File: src/common/rv_m_pkg.sv
/*
 * Shared constants of the M extension execution unit
 *   - register width and instruction ID width
 *   - ID codes of the eight multiply/divide operations
 *   - iteration count and counter width of the iterative units
 */
package rv_m_pkg;

    // register width of the core
    localparam int GPR_WIDTH = 32;

    // width of the decoded instruction ID
    localparam int INST_ID_LEN = 5;

    // any ID outside this set is a non-M operation and is ignored
    localparam logic [INST_ID_LEN-1:0] MUL_ID    = INST_ID_LEN'(1);
    localparam logic [INST_ID_LEN-1:0] MULH_ID   = INST_ID_LEN'(2);
    localparam logic [INST_ID_LEN-1:0] MULHSU_ID = INST_ID_LEN'(3);
    localparam logic [INST_ID_LEN-1:0] MULHU_ID  = INST_ID_LEN'(4);
    localparam logic [INST_ID_LEN-1:0] DIV_ID    = INST_ID_LEN'(5);
    localparam logic [INST_ID_LEN-1:0] DIVU_ID   = INST_ID_LEN'(6);
    localparam logic [INST_ID_LEN-1:0] REM_ID    = INST_ID_LEN'(7);
    localparam logic [INST_ID_LEN-1:0] REMU_ID   = INST_ID_LEN'(8);

    // one result bit per cycle in both units
    localparam int ITER_COUNT = GPR_WIDTH;

    // the iteration counter runs from ITER_CNT_INIT down to zero
    localparam int ITER_CNT_W = $clog2(ITER_COUNT);
    localparam logic [ITER_CNT_W-1:0] ITER_CNT_INIT = ITER_CNT_W'(ITER_COUNT - 1);

endpackage

File: src/mul/mul_iter.sv
/*
 * Iterative unsigned shift-add multiplier
 *   - one multiplier bit per cycle, ITER_COUNT cycles per product
 *   - full double-width product, held until the next start
 */
module mul_iter (
    input  logic                               clk_i,
    input  logic                               rst_i,
    input  logic                               start_i,
    input  logic [rv_m_pkg::GPR_WIDTH-1:0]     a_i,
    input  logic [rv_m_pkg::GPR_WIDTH-1:0]     b_i,
    output logic                               done_o,
    output logic [2*rv_m_pkg::GPR_WIDTH-1:0]   product_o
);

    logic                              busy_q;
    logic                              done_q;
    logic [rv_m_pkg::ITER_CNT_W-1:0]   cnt_q;
    logic [rv_m_pkg::GPR_WIDTH-1:0]    mcand_q;
    logic [2*rv_m_pkg::GPR_WIDTH-1:0]  prod_q;
    logic [rv_m_pkg::GPR_WIDTH-1:0]    addend;
    logic [rv_m_pkg::GPR_WIDTH:0]      acc_sum;

    // the upper half of prod_q is the accumulator, the lower half still
    // holds the multiplier bits that have not been consumed yet
    assign addend  = prod_q[0] ? mcand_q : '0;
    assign acc_sum = {1'b0, prod_q[2*rv_m_pkg::GPR_WIDTH-1:rv_m_pkg::GPR_WIDTH]}
                   + {1'b0, addend};

    always_ff @(posedge clk_i) begin
        if (rst_i) begin
            busy_q <= 1'b0;
            done_q <= 1'b0;
            cnt_q  <= '0;
        end else begin
            done_q <= 1'b0;
            if (start_i) begin
                busy_q <= 1'b1;
                cnt_q  <= rv_m_pkg::ITER_CNT_INIT;
            end else if (busy_q) begin
                if (cnt_q == '0) begin
                    busy_q <= 1'b0;
                    done_q <= 1'b1;
                end else begin
                    cnt_q <= cnt_q - 1'b1;
                end
            end
        end
    end

    always_ff @(posedge clk_i) begin
        if (start_i) begin
            prod_q  <= {{rv_m_pkg::GPR_WIDTH{1'b0}}, b_i};
            mcand_q <= a_i;
        end else if (busy_q) begin
            // the carry of the add drops into the top bit on the shift
            prod_q <= {acc_sum, prod_q[rv_m_pkg::GPR_WIDTH-1:1]};
        end
    end

    assign done_o    = done_q;
    assign product_o = prod_q;

endmodule

File: src/div/div_iter.sv
/*
 * Iterative unsigned restoring divider
 *   - one quotient bit per cycle, ITER_COUNT cycles per division
 *   - quotient and remainder held until the next start
 *   - zero divisor flag for the sign fix in the wrapper
 */
module div_iter (
    input  logic                             clk_i,
    input  logic                             rst_i,
    input  logic                             start_i,
    input  logic [rv_m_pkg::GPR_WIDTH-1:0]   a_i,
    input  logic [rv_m_pkg::GPR_WIDTH-1:0]   b_i,
    output logic                             done_o,
    output logic                             div_zero_o,
    output logic [rv_m_pkg::GPR_WIDTH-1:0]   quotient_o,
    output logic [rv_m_pkg::GPR_WIDTH-1:0]   remainder_o
);

    logic                             busy_q;
    logic                             done_q;
    logic                             zero_q;
    logic [rv_m_pkg::ITER_CNT_W-1:0]  cnt_q;
    logic [rv_m_pkg::GPR_WIDTH-1:0]   rem_q;
    logic [rv_m_pkg::GPR_WIDTH-1:0]   quo_q;
    logic [rv_m_pkg::GPR_WIDTH:0]     rem_shift;
    logic [rv_m_pkg::GPR_WIDTH:0]     rem_diff;
    logic                             fits;

    // quo_q starts out as the dividend and its top bit moves into the
    // partial remainder each cycle while the new quotient bit enters at
    // the bottom
    assign rem_shift = {rem_q, quo_q[rv_m_pkg::GPR_WIDTH-1]};
    assign rem_diff  = rem_shift - {1'b0, b_i};

    // no borrow means the divisor fits into the partial remainder
    assign fits = ~rem_diff[rv_m_pkg::GPR_WIDTH];

    always_ff @(posedge clk_i) begin
        if (rst_i) begin
            busy_q <= 1'b0;
            done_q <= 1'b0;
            zero_q <= 1'b0;
            cnt_q  <= '0;
        end else begin
            done_q <= 1'b0;
            if (start_i) begin
                busy_q <= 1'b1;
                zero_q <= (b_i == '0);
                cnt_q  <= rv_m_pkg::ITER_CNT_INIT;
            end else if (busy_q) begin
                if (cnt_q == '0) begin
                    busy_q <= 1'b0;
                    done_q <= 1'b1;
                end else begin
                    cnt_q <= cnt_q - 1'b1;
                end
            end
        end
    end

    // a zero divisor always fits, so the quotient fills with ones and the
    // dividend bits pass unchanged into the remainder
    always_ff @(posedge clk_i) begin
        if (start_i) begin
            rem_q <= '0;
            quo_q <= a_i;
        end else if (busy_q) begin
            if (fits) begin
                rem_q <= rem_diff[rv_m_pkg::GPR_WIDTH-1:0];
            end else begin
                rem_q <= rem_shift[rv_m_pkg::GPR_WIDTH-1:0];
            end
            quo_q <= {quo_q[rv_m_pkg::GPR_WIDTH-2:0], fits};
        end
    end

    assign done_o      = done_q;
    assign div_zero_o  = zero_q;
    assign quotient_o  = quo_q;
    assign remainder_o = rem_q;

endmodule

File: src/rtl/m_extend.sv
/*
 * M extension execution unit
 *   - decodes the operation and converts signed operands to magnitudes
 *   - starts the iterative multiplier or divider
 *   - restores the result sign and pulses ready_o with the result
 */
module m_extend (
    input  logic                               clk_i,
    input  logic                               rst_i,
    input  logic                               ce_i,
    input  logic [rv_m_pkg::INST_ID_LEN-1:0]   instr_id_i,
    input  logic [rv_m_pkg::GPR_WIDTH-1:0]     rs1_val_i,
    input  logic [rv_m_pkg::GPR_WIDTH-1:0]     rs2_val_i,
    output logic                               ready_o,
    output logic [rv_m_pkg::GPR_WIDTH-1:0]     result_o
);

    logic                                is_mul;
    logic                                is_div;
    logic                                rs1_signed;
    logic                                rs2_signed;
    logic                                rs1_neg;
    logic                                rs2_neg;
    logic [rv_m_pkg::GPR_WIDTH-1:0]      rs1_mag;
    logic [rv_m_pkg::GPR_WIDTH-1:0]      rs2_mag;
    logic                                capture;
    logic                                unit_done;

    logic                                busy_q;
    logic                                mul_start_q;
    logic                                div_start_q;
    logic [rv_m_pkg::INST_ID_LEN-1:0]    op_q;
    logic                                a_neg_q;
    logic                                b_neg_q;
    logic [rv_m_pkg::GPR_WIDTH-1:0]      a_mag_q;
    logic [rv_m_pkg::GPR_WIDTH-1:0]      b_mag_q;

    logic                                mul_done;
    logic [2*rv_m_pkg::GPR_WIDTH-1:0]    mul_product;
    logic [2*rv_m_pkg::GPR_WIDTH-1:0]    mul_product_neg;
    logic                                div_done;
    logic                                div_zero;
    logic [rv_m_pkg::GPR_WIDTH-1:0]      div_quotient;
    logic [rv_m_pkg::GPR_WIDTH-1:0]      div_remainder;
    logic                                sign_diff;
    logic                                quo_neg;

    // unit select and operand signedness
    always_comb begin
        is_mul     = 1'b0;
        is_div     = 1'b0;
        rs1_signed = 1'b0;
        rs2_signed = 1'b0;
        case (instr_id_i)
            rv_m_pkg::MUL_ID, rv_m_pkg::MULH_ID: begin
                is_mul     = 1'b1;
                rs1_signed = 1'b1;
                rs2_signed = 1'b1;
            end
            rv_m_pkg::MULHSU_ID: begin
                is_mul     = 1'b1;
                rs1_signed = 1'b1;
            end
            rv_m_pkg::MULHU_ID: begin
                is_mul = 1'b1;
            end
            rv_m_pkg::DIV_ID, rv_m_pkg::REM_ID: begin
                is_div     = 1'b1;
                rs1_signed = 1'b1;
                rs2_signed = 1'b1;
            end
            rv_m_pkg::DIVU_ID, rv_m_pkg::REMU_ID: begin
                is_div = 1'b1;
            end
            default: begin
            end
        endcase
    end

    // an unsigned operand keeps its sign flag low, which is how MULHSU ends
    // up fixing the sign from rs1 alone
    assign rs1_neg = rs1_signed & rs1_val_i[rv_m_pkg::GPR_WIDTH-1];
    assign rs2_neg = rs2_signed & rs2_val_i[rv_m_pkg::GPR_WIDTH-1];
    assign rs1_mag = rs1_neg ? (~rs1_val_i + 1'b1) : rs1_val_i;
    assign rs2_mag = rs2_neg ? (~rs2_val_i + 1'b1) : rs2_val_i;

    assign unit_done = mul_done | div_done;

    // a new operation may be taken in the cycle the running one finishes
    assign capture = ce_i & (is_mul | is_div) & (~busy_q | unit_done);

    always_ff @(posedge clk_i) begin
        if (rst_i) begin
            busy_q      <= 1'b0;
            mul_start_q <= 1'b0;
            div_start_q <= 1'b0;
        end else begin
            mul_start_q <= capture & is_mul;
            div_start_q <= capture & is_div;
            if (capture) begin
                busy_q <= 1'b1;
            end else if (unit_done) begin
                busy_q <= 1'b0;
            end
        end
    end

    always_ff @(posedge clk_i) begin
        if (capture) begin
            op_q    <= instr_id_i;
            a_neg_q <= rs1_neg;
            b_neg_q <= rs2_neg;
            a_mag_q <= rs1_mag;
            b_mag_q <= rs2_mag;
        end
    end

    mul_iter mul_unit (
        .clk_i     (clk_i),
        .rst_i     (rst_i),
        .start_i   (mul_start_q),
        .a_i       (a_mag_q),
        .b_i       (b_mag_q),
        .done_o    (mul_done),
        .product_o (mul_product)
    );

    div_iter div_unit (
        .clk_i       (clk_i),
        .rst_i       (rst_i),
        .start_i     (div_start_q),
        .a_i         (a_mag_q),
        .b_i         (b_mag_q),
        .done_o      (div_done),
        .div_zero_o  (div_zero),
        .quotient_o  (div_quotient),
        .remainder_o (div_remainder)
    );

    assign mul_product_neg = ~mul_product + 1'b1;
    assign sign_diff       = a_neg_q ^ b_neg_q;

    // RISC-V wants all ones on a zero divisor, whatever the dividend sign
    assign quo_neg = sign_diff & ~div_zero;

    always_comb begin
        case (op_q)
            rv_m_pkg::MUL_ID: begin
                result_o = sign_diff ? mul_product_neg[rv_m_pkg::GPR_WIDTH-1:0]
                                     : mul_product[rv_m_pkg::GPR_WIDTH-1:0];
            end
            rv_m_pkg::MULH_ID, rv_m_pkg::MULHSU_ID, rv_m_pkg::MULHU_ID: begin
                result_o = sign_diff
                    ? mul_product_neg[2*rv_m_pkg::GPR_WIDTH-1:rv_m_pkg::GPR_WIDTH]
                    : mul_product[2*rv_m_pkg::GPR_WIDTH-1:rv_m_pkg::GPR_WIDTH];
            end
            rv_m_pkg::DIV_ID, rv_m_pkg::DIVU_ID: begin
                result_o = quo_neg ? (~div_quotient + 1'b1) : div_quotient;
            end
            rv_m_pkg::REM_ID, rv_m_pkg::REMU_ID: begin
                // the remainder takes the sign of the dividend
                result_o = a_neg_q ? (~div_remainder + 1'b1) : div_remainder;
            end
            default: begin
                result_o = '0;
            end
        endcase
    end

    assign ready_o = unit_done;

endmodule

File: config.mk
export PLATFORM = sky130hd
export DESIGN_NAME = m_extend
export DESIGN_NICKNAME = d
export VERILOG_FILES = /design/src/common/rv_m_pkg.sv /design/src/mul/mul_iter.sv /design/src/div/div_iter.sv /design/src/rtl/m_extend.sv
export SDC_FILE = /design/constraint.sdc
export NUM_CORES = 1
export LEC_CHECK = 0
export ABC_AREA = 1
export CORE_MARGIN = 3
export CORE_UTILIZATION = 50
export CTS_CLUSTER_DIAMETER = 100
export CTS_CLUSTER_SIZE = 28
export DETAILED_ROUTE_END_ITERATION = 7
export DONT_BUFFER_PORTS = 1
export PLACE_DENSITY = 0.68
export SLEW_MARGIN = 5
export SYNTH_ARGS = -nofsm -noshare
export SYNTH_HDL_FRONTEND = slang
export SYNTH_SLANG_ARGS = --single-unit
File: constraint.sdc
create_clock -name clk_i -period 2.91 [get_ports clk_i]
set_input_delay 0.291 -clock clk_i [delete_from_list [all_inputs] [get_ports clk_i]]
set_output_delay 0.291 -clock clk_i [all_outputs]
set_load 0.03 [all_outputs]
==> results of run 1 <==
[routing by layer]
metal  vias up  wire, µm  global-route usage (%)
li1      10483         -                       -
met2      1252     31600                    48.6
met4         2      2610                    9.77
met1     10217     34000                    51.4
met5         -        14                       0
met3       168      9580                    6.74
[logic make-up (layout without fill, tap and decap cells)]
kind of cell             Yosys count  after routing
XOR/XNOR                          88             88
AND/OR/NAND/NOR                 1760           1761
other                              0              1
adder cells (fa/ha/maj)           75             75
AO/OA/AOI/OAI                    420            420
buffers and inverters            570            702
flip-flops                       249            249
[per-stage QoR]
stage               std cells  hold slack (ps)  total power, W  setup slack (ps)
global route             3821             22.1          0.0131              -140
detailed placement       3704              365         0.00963              50.7
global placement         3704              363         0.00958              98.4
CTS                      3791             2.17          0.0121             -31.5
floorplan                3162              390         0.00819               278
finish                   3821             19.6          0.0124             -63.4
[area by class of cell]
type	instances	area [µm²]
Fill cell	3917	16500
Multi-Input combinational cell	2344	12300
Sequential cell	249	6670
Inverter	499	1880
Timing Repair Buffer	176	1640
Tap cell	525	657
Clock buffer	19	390
Clock inverter	7	82.6
Timing Repair inverter	1	7.51
Antenna cell	1	2.50
[worst min path at each step]
stage	to	slack, ps	from
final	b_mag_q[31]	20	rs2_val_i[31]
after global routing	b_mag_q[31]	20	rs2_val_i[31]
after CTS	b_mag_q[31]	2	rs2_val_i[31]
after detailed placement	busy_q	370	rst_i
after global placement	mul_unit.cnt_q[3]	360	rst_i
after floorplan	a_mag_q[0]	390	rs1_val_i[0]
[cell usage after synthesis (all sizes together) (13+ instances only)]
cell	number	share of area, %
nor2	338	6.4
ha	73	4.5
nand4	56	1.7
a21oi	139	3.4
dfxtp	82	8.0
nand2	964	18
xor2	63	2.7
edfxtp	167	24
nand3b	14	0.51
o21ai	225	5.5
o22ai	13	0.40
xnor2	25	1.1
clkbuf	43	0.84
buf	28	0.92
nand3	299	7.9
nor3	61	1.6
inv	498	9.1
[critical path, stage by stage, from the launching register on]
cell and delay [ps]:
dfxtp_4 390, inv_4 80, ha_2 210, nand3_4 110, nor2_4 140, nand2_2 110
inv_2 90, nand2_1 80, o21ai_2 210, nand2_1 110, o21ai_2 190, nor2_4 60
nor2_2 100, nand2_2 100, buf_4 180
[placed cells by master (no fill, tap or decap), types with 8 or more instances in the layout]
cell type	synthesis	layout
a21oi_1	137	130
a21oi_2	2	9
a31oi_1	8	8
buf_12	2	8
buf_4	5	93
buf_6	2	25
clkbuf_16	0	15
dfxtp_1	82	77
dlygate4sd3_1	0	49
edfxtp_1	167	167
ha_1	73	69
inv_1	482	462
inv_2	16	33
nand2_1	911	885
nand2_2	48	66
nand2_4	5	11
nand3_1	276	253
nand3_2	23	45
nand3b_1	14	14
nand4_1	56	56
nor2_1	324	274
nor2_2	13	46
nor2_4	1	18
nor3_1	59	53
nor4_1	8	8
o21ai_0	191	174
o21ai_1	31	36
o21ai_2	3	12
o22ai_1	13	13
or2_2	9	9
xnor2_1	25	25
xor2_1	63	63
[where the power goes]
group	switching, W	internal, W	total (W)
combinational	0.00365	0.00178	0.00543
clock	0.00135	0.00102	0.00237
sequential	0.000512	0.00412	0.00463
total	0.00551	0.00692	0.0124
[repair_timing]
| item | in CTS | in global routing |
|---|---|---|
| pin swaps | 13 | 36 |
| hold buffers | 49 | 0 |
| cloned | 0 | 3 |
| setup buffers | 12 | 26 |
| gates resized for setup | 80 | 149 |
| hold endpoints to repair | 65 | 0 |
| endpoints found under the setup margin | 31 | 70 |
[state kept, by name (all words and copies together) (netlist names)]
name	count
mul_unit.product_o	64
a_mag_q	32
b_mag_q	32
div_unit.quotient_o	32
div_unit.remainder_o	32
mul_unit.mcand_q	32
div_unit.cnt_q	5
mul_unit.cnt_q	5
op_q	5
a_neg_q	1
b_neg_q	1
busy_q	1
div_start_q	1
div_unit.busy_q	1
div_unit.div_zero_o	1
div_unit.done_o	1
mul_start_q	1
mul_unit.busy_q	1
mul_unit.done_o	1
==> metrics.txt, run 1 <==
# TYPE chip_impl_metric gauge
chip_impl_info{name="outcome",value="complete, but fails checks"} 1
chip_impl_info{name="failed_checks",value="design-rule violations, negative setup slack"} 1
chip_impl_metric{name="clock_path_buffers",unit=""} 3
chip_impl_metric{name="clk-insertion-delay-late",unit="ps"} 530
chip_impl_metric{name="final_hold_viol_count",unit=""} 0
chip_impl_metric{name="fin_area",unit="µm²"} 23600
chip_impl_metric{name="slew_violations",unit=""} 0
chip_impl_metric{name="maximum_fanout_along_the_worst_path",unit=""} 4
chip_impl_info{name="cts_tree",value="yes"} 1
chip_impl_metric{name="post-route-period-util",unit="%"} 102
chip_impl_metric{name="worst_slew_slack_as_a_fraction_of_its_limit",unit="%"} 45.1
chip_impl_metric{name="drt-total-wl",unit="µm"} 77800
chip_impl_metric{name="starting_utilization_of_the_core_area",unit="%"} 51.1
chip_impl_metric{name="detail_route.iter0.violations",unit=""} 2736
chip_impl_metric{name="core.rowCount",unit=""} 73
chip_impl_metric{name="dr_total_vias",unit=""} 22122
chip_impl_metric{name="worst-endpoint-arrival",unit="ps"} 2680
chip_impl_metric{name="place_area",unit="µm²"} 21600
chip_impl_metric{name="ys_seq_area_share",unit="%"} 32.5
chip_impl_info{name="reg2reg_to",value="div_unit.remainder_o[4]"} 1
chip_impl_info{name="worst_r2r_startpoint",value="b_mag_q[0]"} 1
chip_impl_metric{name="clock-skew-final",unit="ps"} 39.4
chip_impl_info{name="setup.worst_path.start_class",value="register"} 1
chip_impl_metric{name="worst_ir_drop_vdd",unit="mV"} 0.364
chip_impl_metric{name="fin_crit",unit="ps"} 2970
chip_impl_info{name="cp-endpoint",value="result_o[28]"} 1
chip_impl_info{name="rsz0062_at_grt",value="true"} 1
chip_impl_metric{name="routed_wire_length_per_instance",unit="µm"} 20.4
chip_impl_metric{name="hold_path_depth",unit=""} 1
chip_impl_metric{name="core_region_area",unit="µm²"} 40100
chip_impl_metric{name="layout.core_utilization",unit="%"} 58.8
chip_impl_info{name="postSynth.topFlopCell",value="edfxtp_1"} 1
chip_impl_metric{name="synth-compound-area-share",unit="%"} 10.9
chip_impl_metric{name="buffer_ports.inserted",unit=""} 0
chip_impl_metric{name="drive_gt1_share",unit="%"} 13.0
chip_impl_metric{name="postSynth.asyncResetShare",unit="%"} 0
chip_impl_metric{name="ff2ff_path_depth",unit=""} 17
chip_impl_metric{name="tritoncts.num_buffers",unit=""} 15
chip_impl_metric{name="fmax",unit="MHz"} 336
chip_impl_metric{name="globalRouteTotalUtil",unit="%"} 33.9
chip_impl_metric{name="chipWidth",unit="µm"} 209
chip_impl_metric{name="synth_fa_ha_area_share",unit="%"} 4.65
chip_impl_metric{name="yosys_warnings",unit=""} 0
chip_impl_metric{name="antenna_found_initial",unit=""} 4
chip_impl_info{name="endpoint_kind",value="primary output"} 1
chip_impl_metric{name="grt.overflow.total",unit=""} 0
chip_impl_metric{name="drc_violation_count_after_routing",unit=""} 1
chip_impl_metric{name="viasPerCell",unit=""} 5.79
chip_impl_metric{name="post_synth_num_cell_types",unit=""} 54
chip_impl_metric{name="setup_tns",unit="ps"} -424
chip_impl_metric{name="worst_slew_pin_slew",unit="ps"} 817
chip_impl_metric{name="clkSinkCount",unit=""} 249
chip_impl_metric{name="post_synthesis_mux_area_share",unit="%"} 0
chip_impl_metric{name="worst_ep_required_time",unit="ps"} 2620
chip_impl_info{name="combinational_family_with_the_most_area_after_synthesis",value="simple AND/OR/NAND/NOR gates"} 1
chip_impl_info{name="cts_root_buffer_type",value="clkbuf_16"} 1
chip_impl_info{name="worstHoldPathType",value="in2reg"} 1
chip_impl_metric{name="syn2layout_area_growth",unit="%"} 15.0
chip_impl_metric{name="timing.final.ws_setup",unit="ps"} -63.4
chip_impl_metric{name="yosys.area_share.simple",unit="%"} 37.3
chip_impl_metric{name="fp.dieArea",unit="µm²"} 43500
chip_impl_metric{name="regToRegSetupSlack",unit="ps"} 120
chip_impl_metric{name="number_of_global_route_vias_before_repair",unit=""} 20006
chip_impl_metric{name="mappedNetlistArea",unit="µm²"} 20500
chip_impl_metric{name="nNetsFinal",unit=""} 3433
chip_impl_metric{name="number_of_enable_type_register_cells_in_the_synthesized_netlist",unit=""} 167
chip_impl_info{name="critPathKind",value="reg2out"} 1
chip_impl_metric{name="dp.final_hpwl",unit="µm"} 61700
chip_impl_metric{name="worst_setup_hold_path_clk_slew",unit="ps"} 100
chip_impl_metric{name="htree_num_levels",unit=""} 1
chip_impl_metric{name="largest_net_degree_at_the_start_of_global_routing",unit=""} 72
chip_impl_metric{name="synth.net_count",unit=""} 3309
chip_impl_metric{name="dr.pass1.iters",unit=""} 8
chip_impl_metric{name="gp_congestion",unit=""} 1.08
chip_impl_metric{name="syn_inst",unit=""} 3162
chip_impl_metric{name="post_synth_xor_area_fraction",unit="%"} 3.76
chip_impl_metric{name="pwr_density_cell",unit="nW/µm²"} 527
chip_impl_metric{name="leak_pwr",unit="nW"} 10.7
chip_impl_metric{name="die_y",unit="µm"} 209
chip_impl_metric{name="ant_nets",unit=""} 0
chip_impl_metric{name="ys_seq_elements",unit=""} 249
chip_impl_info{name="setup.worst_path.start",value="div_unit.remainder_o[0]"} 1
chip_impl_metric{name="report.final.setup_viol",unit=""} 13
chip_impl_metric{name="boundaryPins",unit=""} 105
chip_impl_metric{name="postSynthAreaPerCell",unit="µm²"} 6.48
chip_impl_metric{name="grt_first_pass_wirelength",unit="µm"} 116000
chip_impl_metric{name="number_of_max_cap_violations",unit=""} 0
(Power assumes the default switching activity.)
==> run 2: changes to the inputs <==
CTS_CLUSTER_DIAMETER = not set   (was 100)
PLACE_DENSITY = 0.67   (was 0.68)
SKIP_LAST_GASP = 1   (was not set)
==> run 2 against run 1 <==
  * Routed wire length rose by 2.6%
  * Worst hold slack got worse by 7.7 ps
  * Largest cell class unchanged
  * Critical endpoint is now result_o[17]
  * The run ends with negative setup slack left
  * Cell count rose by 1.5%
  * Non-clock buffer count rose by 30
  * Clock power rose by 63%
==> metrics.txt, run 2 (synthesized netlist as in run 1, its figures left out) <==
# TYPE chip_impl_metric gauge
chip_impl_info{name="worstHoldPathType",value="in2reg"} 1
chip_impl_metric{name="clk-insertion-delay-late",unit="ps"} 590
chip_impl_info{name="failed_checks",value="negative setup slack"} 1
chip_impl_metric{name="drive_gt1_share",unit="%"} 15.4
chip_impl_metric{name="multi_input_area",unit="µm²"} 12500
chip_impl_metric{name="boundaryPins",unit=""} 105
chip_impl_metric{name="fmax",unit="MHz"} 329
chip_impl_metric{name="nNetsFinal",unit=""} 3477
chip_impl_info{name="cts_root_buffer_type",value="clkbuf_16"} 1
chip_impl_metric{name="ant_nets",unit=""} 0
chip_impl_metric{name="slowest_delay",unit="ps"} 360
chip_impl_metric{name="syn2layout_area_growth",unit="%"} 20.2
chip_impl_info{name="cp_common_cell",value="nand2_1"} 1
chip_impl_metric{name="largest_net_degree_at_the_start_of_global_routing",unit=""} 72
chip_impl_metric{name="maximum_fanout_along_the_worst_path",unit=""} 6
chip_impl_metric{name="die_y",unit="µm"} 209
chip_impl_metric{name="clock_path_buffers",unit=""} 3
chip_impl_metric{name="buffer_ports.inserted",unit=""} 0
chip_impl_metric{name="routed_wire_length_per_instance",unit="µm"} 20.6
chip_impl_metric{name="clkSinkCount",unit=""} 249
chip_impl_metric{name="worst-path-buf-inv",unit=""} 3
chip_impl_info{name="most-common-layout-cells",value="879 x nand2_1, 449 x inv_1, 255 x nor2_1"} 1
chip_impl_metric{name="worst-endpoint-arrival",unit="ps"} 2750
chip_impl_info{name="rsz0062_at_grt",value="true"} 1
chip_impl_metric{name="core_region_area",unit="µm²"} 40100
chip_impl_info{name="crit_path_cell_trace",value="inv_1 > nand2_1 > nor2_4 > nand2_4 > nor2_4 > buf_4 > nand3_2 > nand2_1 > nand2_1 > nand3_1 > nand2_2 > a21oi_4 > nand2_2 > buf_4"} 1
chip_impl_info{name="cts_tree",value="yes"} 1
chip_impl_metric{name="leak_pwr",unit="nW"} 11.2
chip_impl_metric{name="number_of_global_route_vias_before_repair",unit=""} 20157
chip_impl_metric{name="worst_slew_pin_slew",unit="ps"} 963
chip_impl_metric{name="grt_first_pass_wirelength",unit="µm"} 117000
chip_impl_metric{name="dp.final_hpwl",unit="µm"} 62800
chip_impl_info{name="layout_commonest_cell",value="nand2_1"} 1
chip_impl_metric{name="finalNonFillerCells",unit=""} 3878
chip_impl_info{name="outcome",value="complete, but fails checks"} 1
chip_impl_metric{name="worst_ir_drop_vdd",unit="mV"} 0.436
chip_impl_metric{name="pwr_density_cell",unit="nW/µm²"} 569
chip_impl_metric{name="number_of_max_cap_violations",unit=""} 0
chip_impl_metric{name="final_hold_viol_count",unit=""} 0
chip_impl_metric{name="timing.final.ws_setup",unit="ps"} -126
chip_impl_metric{name="dr.pass1.iters",unit=""} 7
chip_impl_info{name="cp_slowest_cell",value="edfxtp_1"} 1
chip_impl_metric{name="worst_setup_hold_path_clk_slew",unit="ps"} 60
chip_impl_metric{name="clock-skew-final",unit="ps"} 18.1
chip_impl_metric{name="detail_route.iter0.violations",unit=""} 2837
chip_impl_metric{name="starting_utilization_of_the_core_area",unit="%"} 51.1
chip_impl_metric{name="viasPerCell",unit=""} 5.77
chip_impl_metric{name="power",unit="W"} 0.0140
chip_impl_metric{name="fin_crit",unit="ps"} 3040
chip_impl_metric{name="report.final.setup_viol",unit=""} 19
chip_impl_metric{name="chipWidth",unit="µm"} 209
chip_impl_metric{name="dr_total_vias",unit=""} 22369
chip_impl_metric{name="core.rowCount",unit=""} 73
chip_impl_metric{name="fill_cells",unit=""} 3806
chip_impl_metric{name="post-route-period-util",unit="%"} 104
chip_impl_metric{name="area.sequential",unit="µm²"} 6670
chip_impl_metric{name="slew_violations",unit=""} 0
chip_impl_metric{name="drt-total-wl",unit="µm"} 79800
chip_impl_metric{name="globalRouteTotalUtil",unit="%"} 34.5
chip_impl_metric{name="fp.dieArea",unit="µm²"} 43500
chip_impl_info{name="endpoint_kind",value="primary output"} 1
chip_impl_metric{name="worst_slew_slack_as_a_fraction_of_its_limit",unit="%"} 35.1
chip_impl_info{name="setup.worst_path.start_class",value="register"} 1
chip_impl_metric{name="gp_congestion",unit=""} 1.04
chip_impl_metric{name="tritoncts.num_buffers",unit=""} 29
chip_impl_info{name="critPathKind",value="reg2out"} 1
chip_impl_metric{name="htree_num_levels",unit=""} 1
chip_impl_metric{name="grt.overflow.total",unit=""} 0
chip_impl_metric{name="numPlacedInstances",unit=""} 3704
chip_impl_metric{name="antenna_found_initial",unit=""} 2
chip_impl_info{name="critical-path-top-delay-family",value="simple AND/OR/NAND/NOR gates"} 1
chip_impl_metric{name="worst_ep_required_time",unit="ps"} 2620
chip_impl_metric{name="drc_violation_count_after_routing",unit=""} 0
chip_impl_metric{name="largest_register_ff_count",unit=""} 64
chip_impl_metric{name="num_antenna_cells",unit=""} 0
## run 2: per-stage QoR
step / instance area [µm²] / hold slack, ps / TNS [ps] / utilization (%) / setup WS [ps]
6_report: 24600 / 11.8 / -1230 / 61.5 / -126
5_1_grt: 24600 / 29.2 / -4120 / 61.5 / -227
4_1_cts: 23700 / 0.126 / -1320 / 59.2 / -112
3_5_place_dp: 21600 / 365 / 0 / 53.8 / 28.7
3_3_place_gp: 21600 / 363 / 0 / 53.8 / 69.0
2_1_floorplan: 20500 / 390 / 0 / - / 278
## run 2: path summary, 6_finish.rpt
| kind | startpoint | to | slack (ps) | depth (start not counted) |
|---|---|---|---|---|
| min reg2reg | a_mag_q[25] | mul_unit.mcand_q[25] | 450 | 0 |
| max | mul_unit.product_o[9] | result_o[17] | -130 | 14 |
| max reg2reg | b_mag_q[0] | div_unit.remainder_o[5] | 110 | 16 |
| min | rs1_val_i[1] | a_mag_q[1] | 10 | 2 |
## run 2: area by class of cell
cell class	count	share of cell area, %
inverters	499	7.69
clock inverters	20	1.02
flip-flops and latches	249	27.1
repair inverters	1	0.0203
well taps	525	2.67
multi-input cells	2344	50.6
clock buffers	34	3.02
repair buffers	206	7.92
## run 2: what timing repair did
action,CTS,global route
hold buffers,54,0
pin swaps,31,56
endpoints found under the hold margin,70,0
resized for setup,140,166
gates cloned,0,4
setup endpoints to repair,31,68
buffers inserted,22,40
## run 2: power breakdown
part	leakage [nW]	internal, W	switching [W]
logic	8.49	0.00184	0.00369
clock network	0.483	0.00229	0.00158
registers	2.20	0.00412	0.000515
## run 2: worst register-to-register path, cell delays in order (launching register included)
cell and delay [ps]:
edfxtp_1 540, ha_2 300, fa_1 410, inv_1 90, nand3_1 80, nand2_2 100, nand2_1 60, nand2_2 80
nand2_1 70, nand2_2 140, nand2_4 100, nand2_4 80, nand2_2 160, nand2_8 210, nand2_1 140, nand3_2 90
nand2_2 40
## run 2: per-layer routing
| layer | wire [µm] | global-route usage (%) |
|---|---|---|
| met3 | 8780 | 6.18 |
| met1 | 35700 | 52.8 |
| met2 | 33100 | 50.0 |
| met5 | 9 | 0 |
| met4 | 2250 | 8.81 |
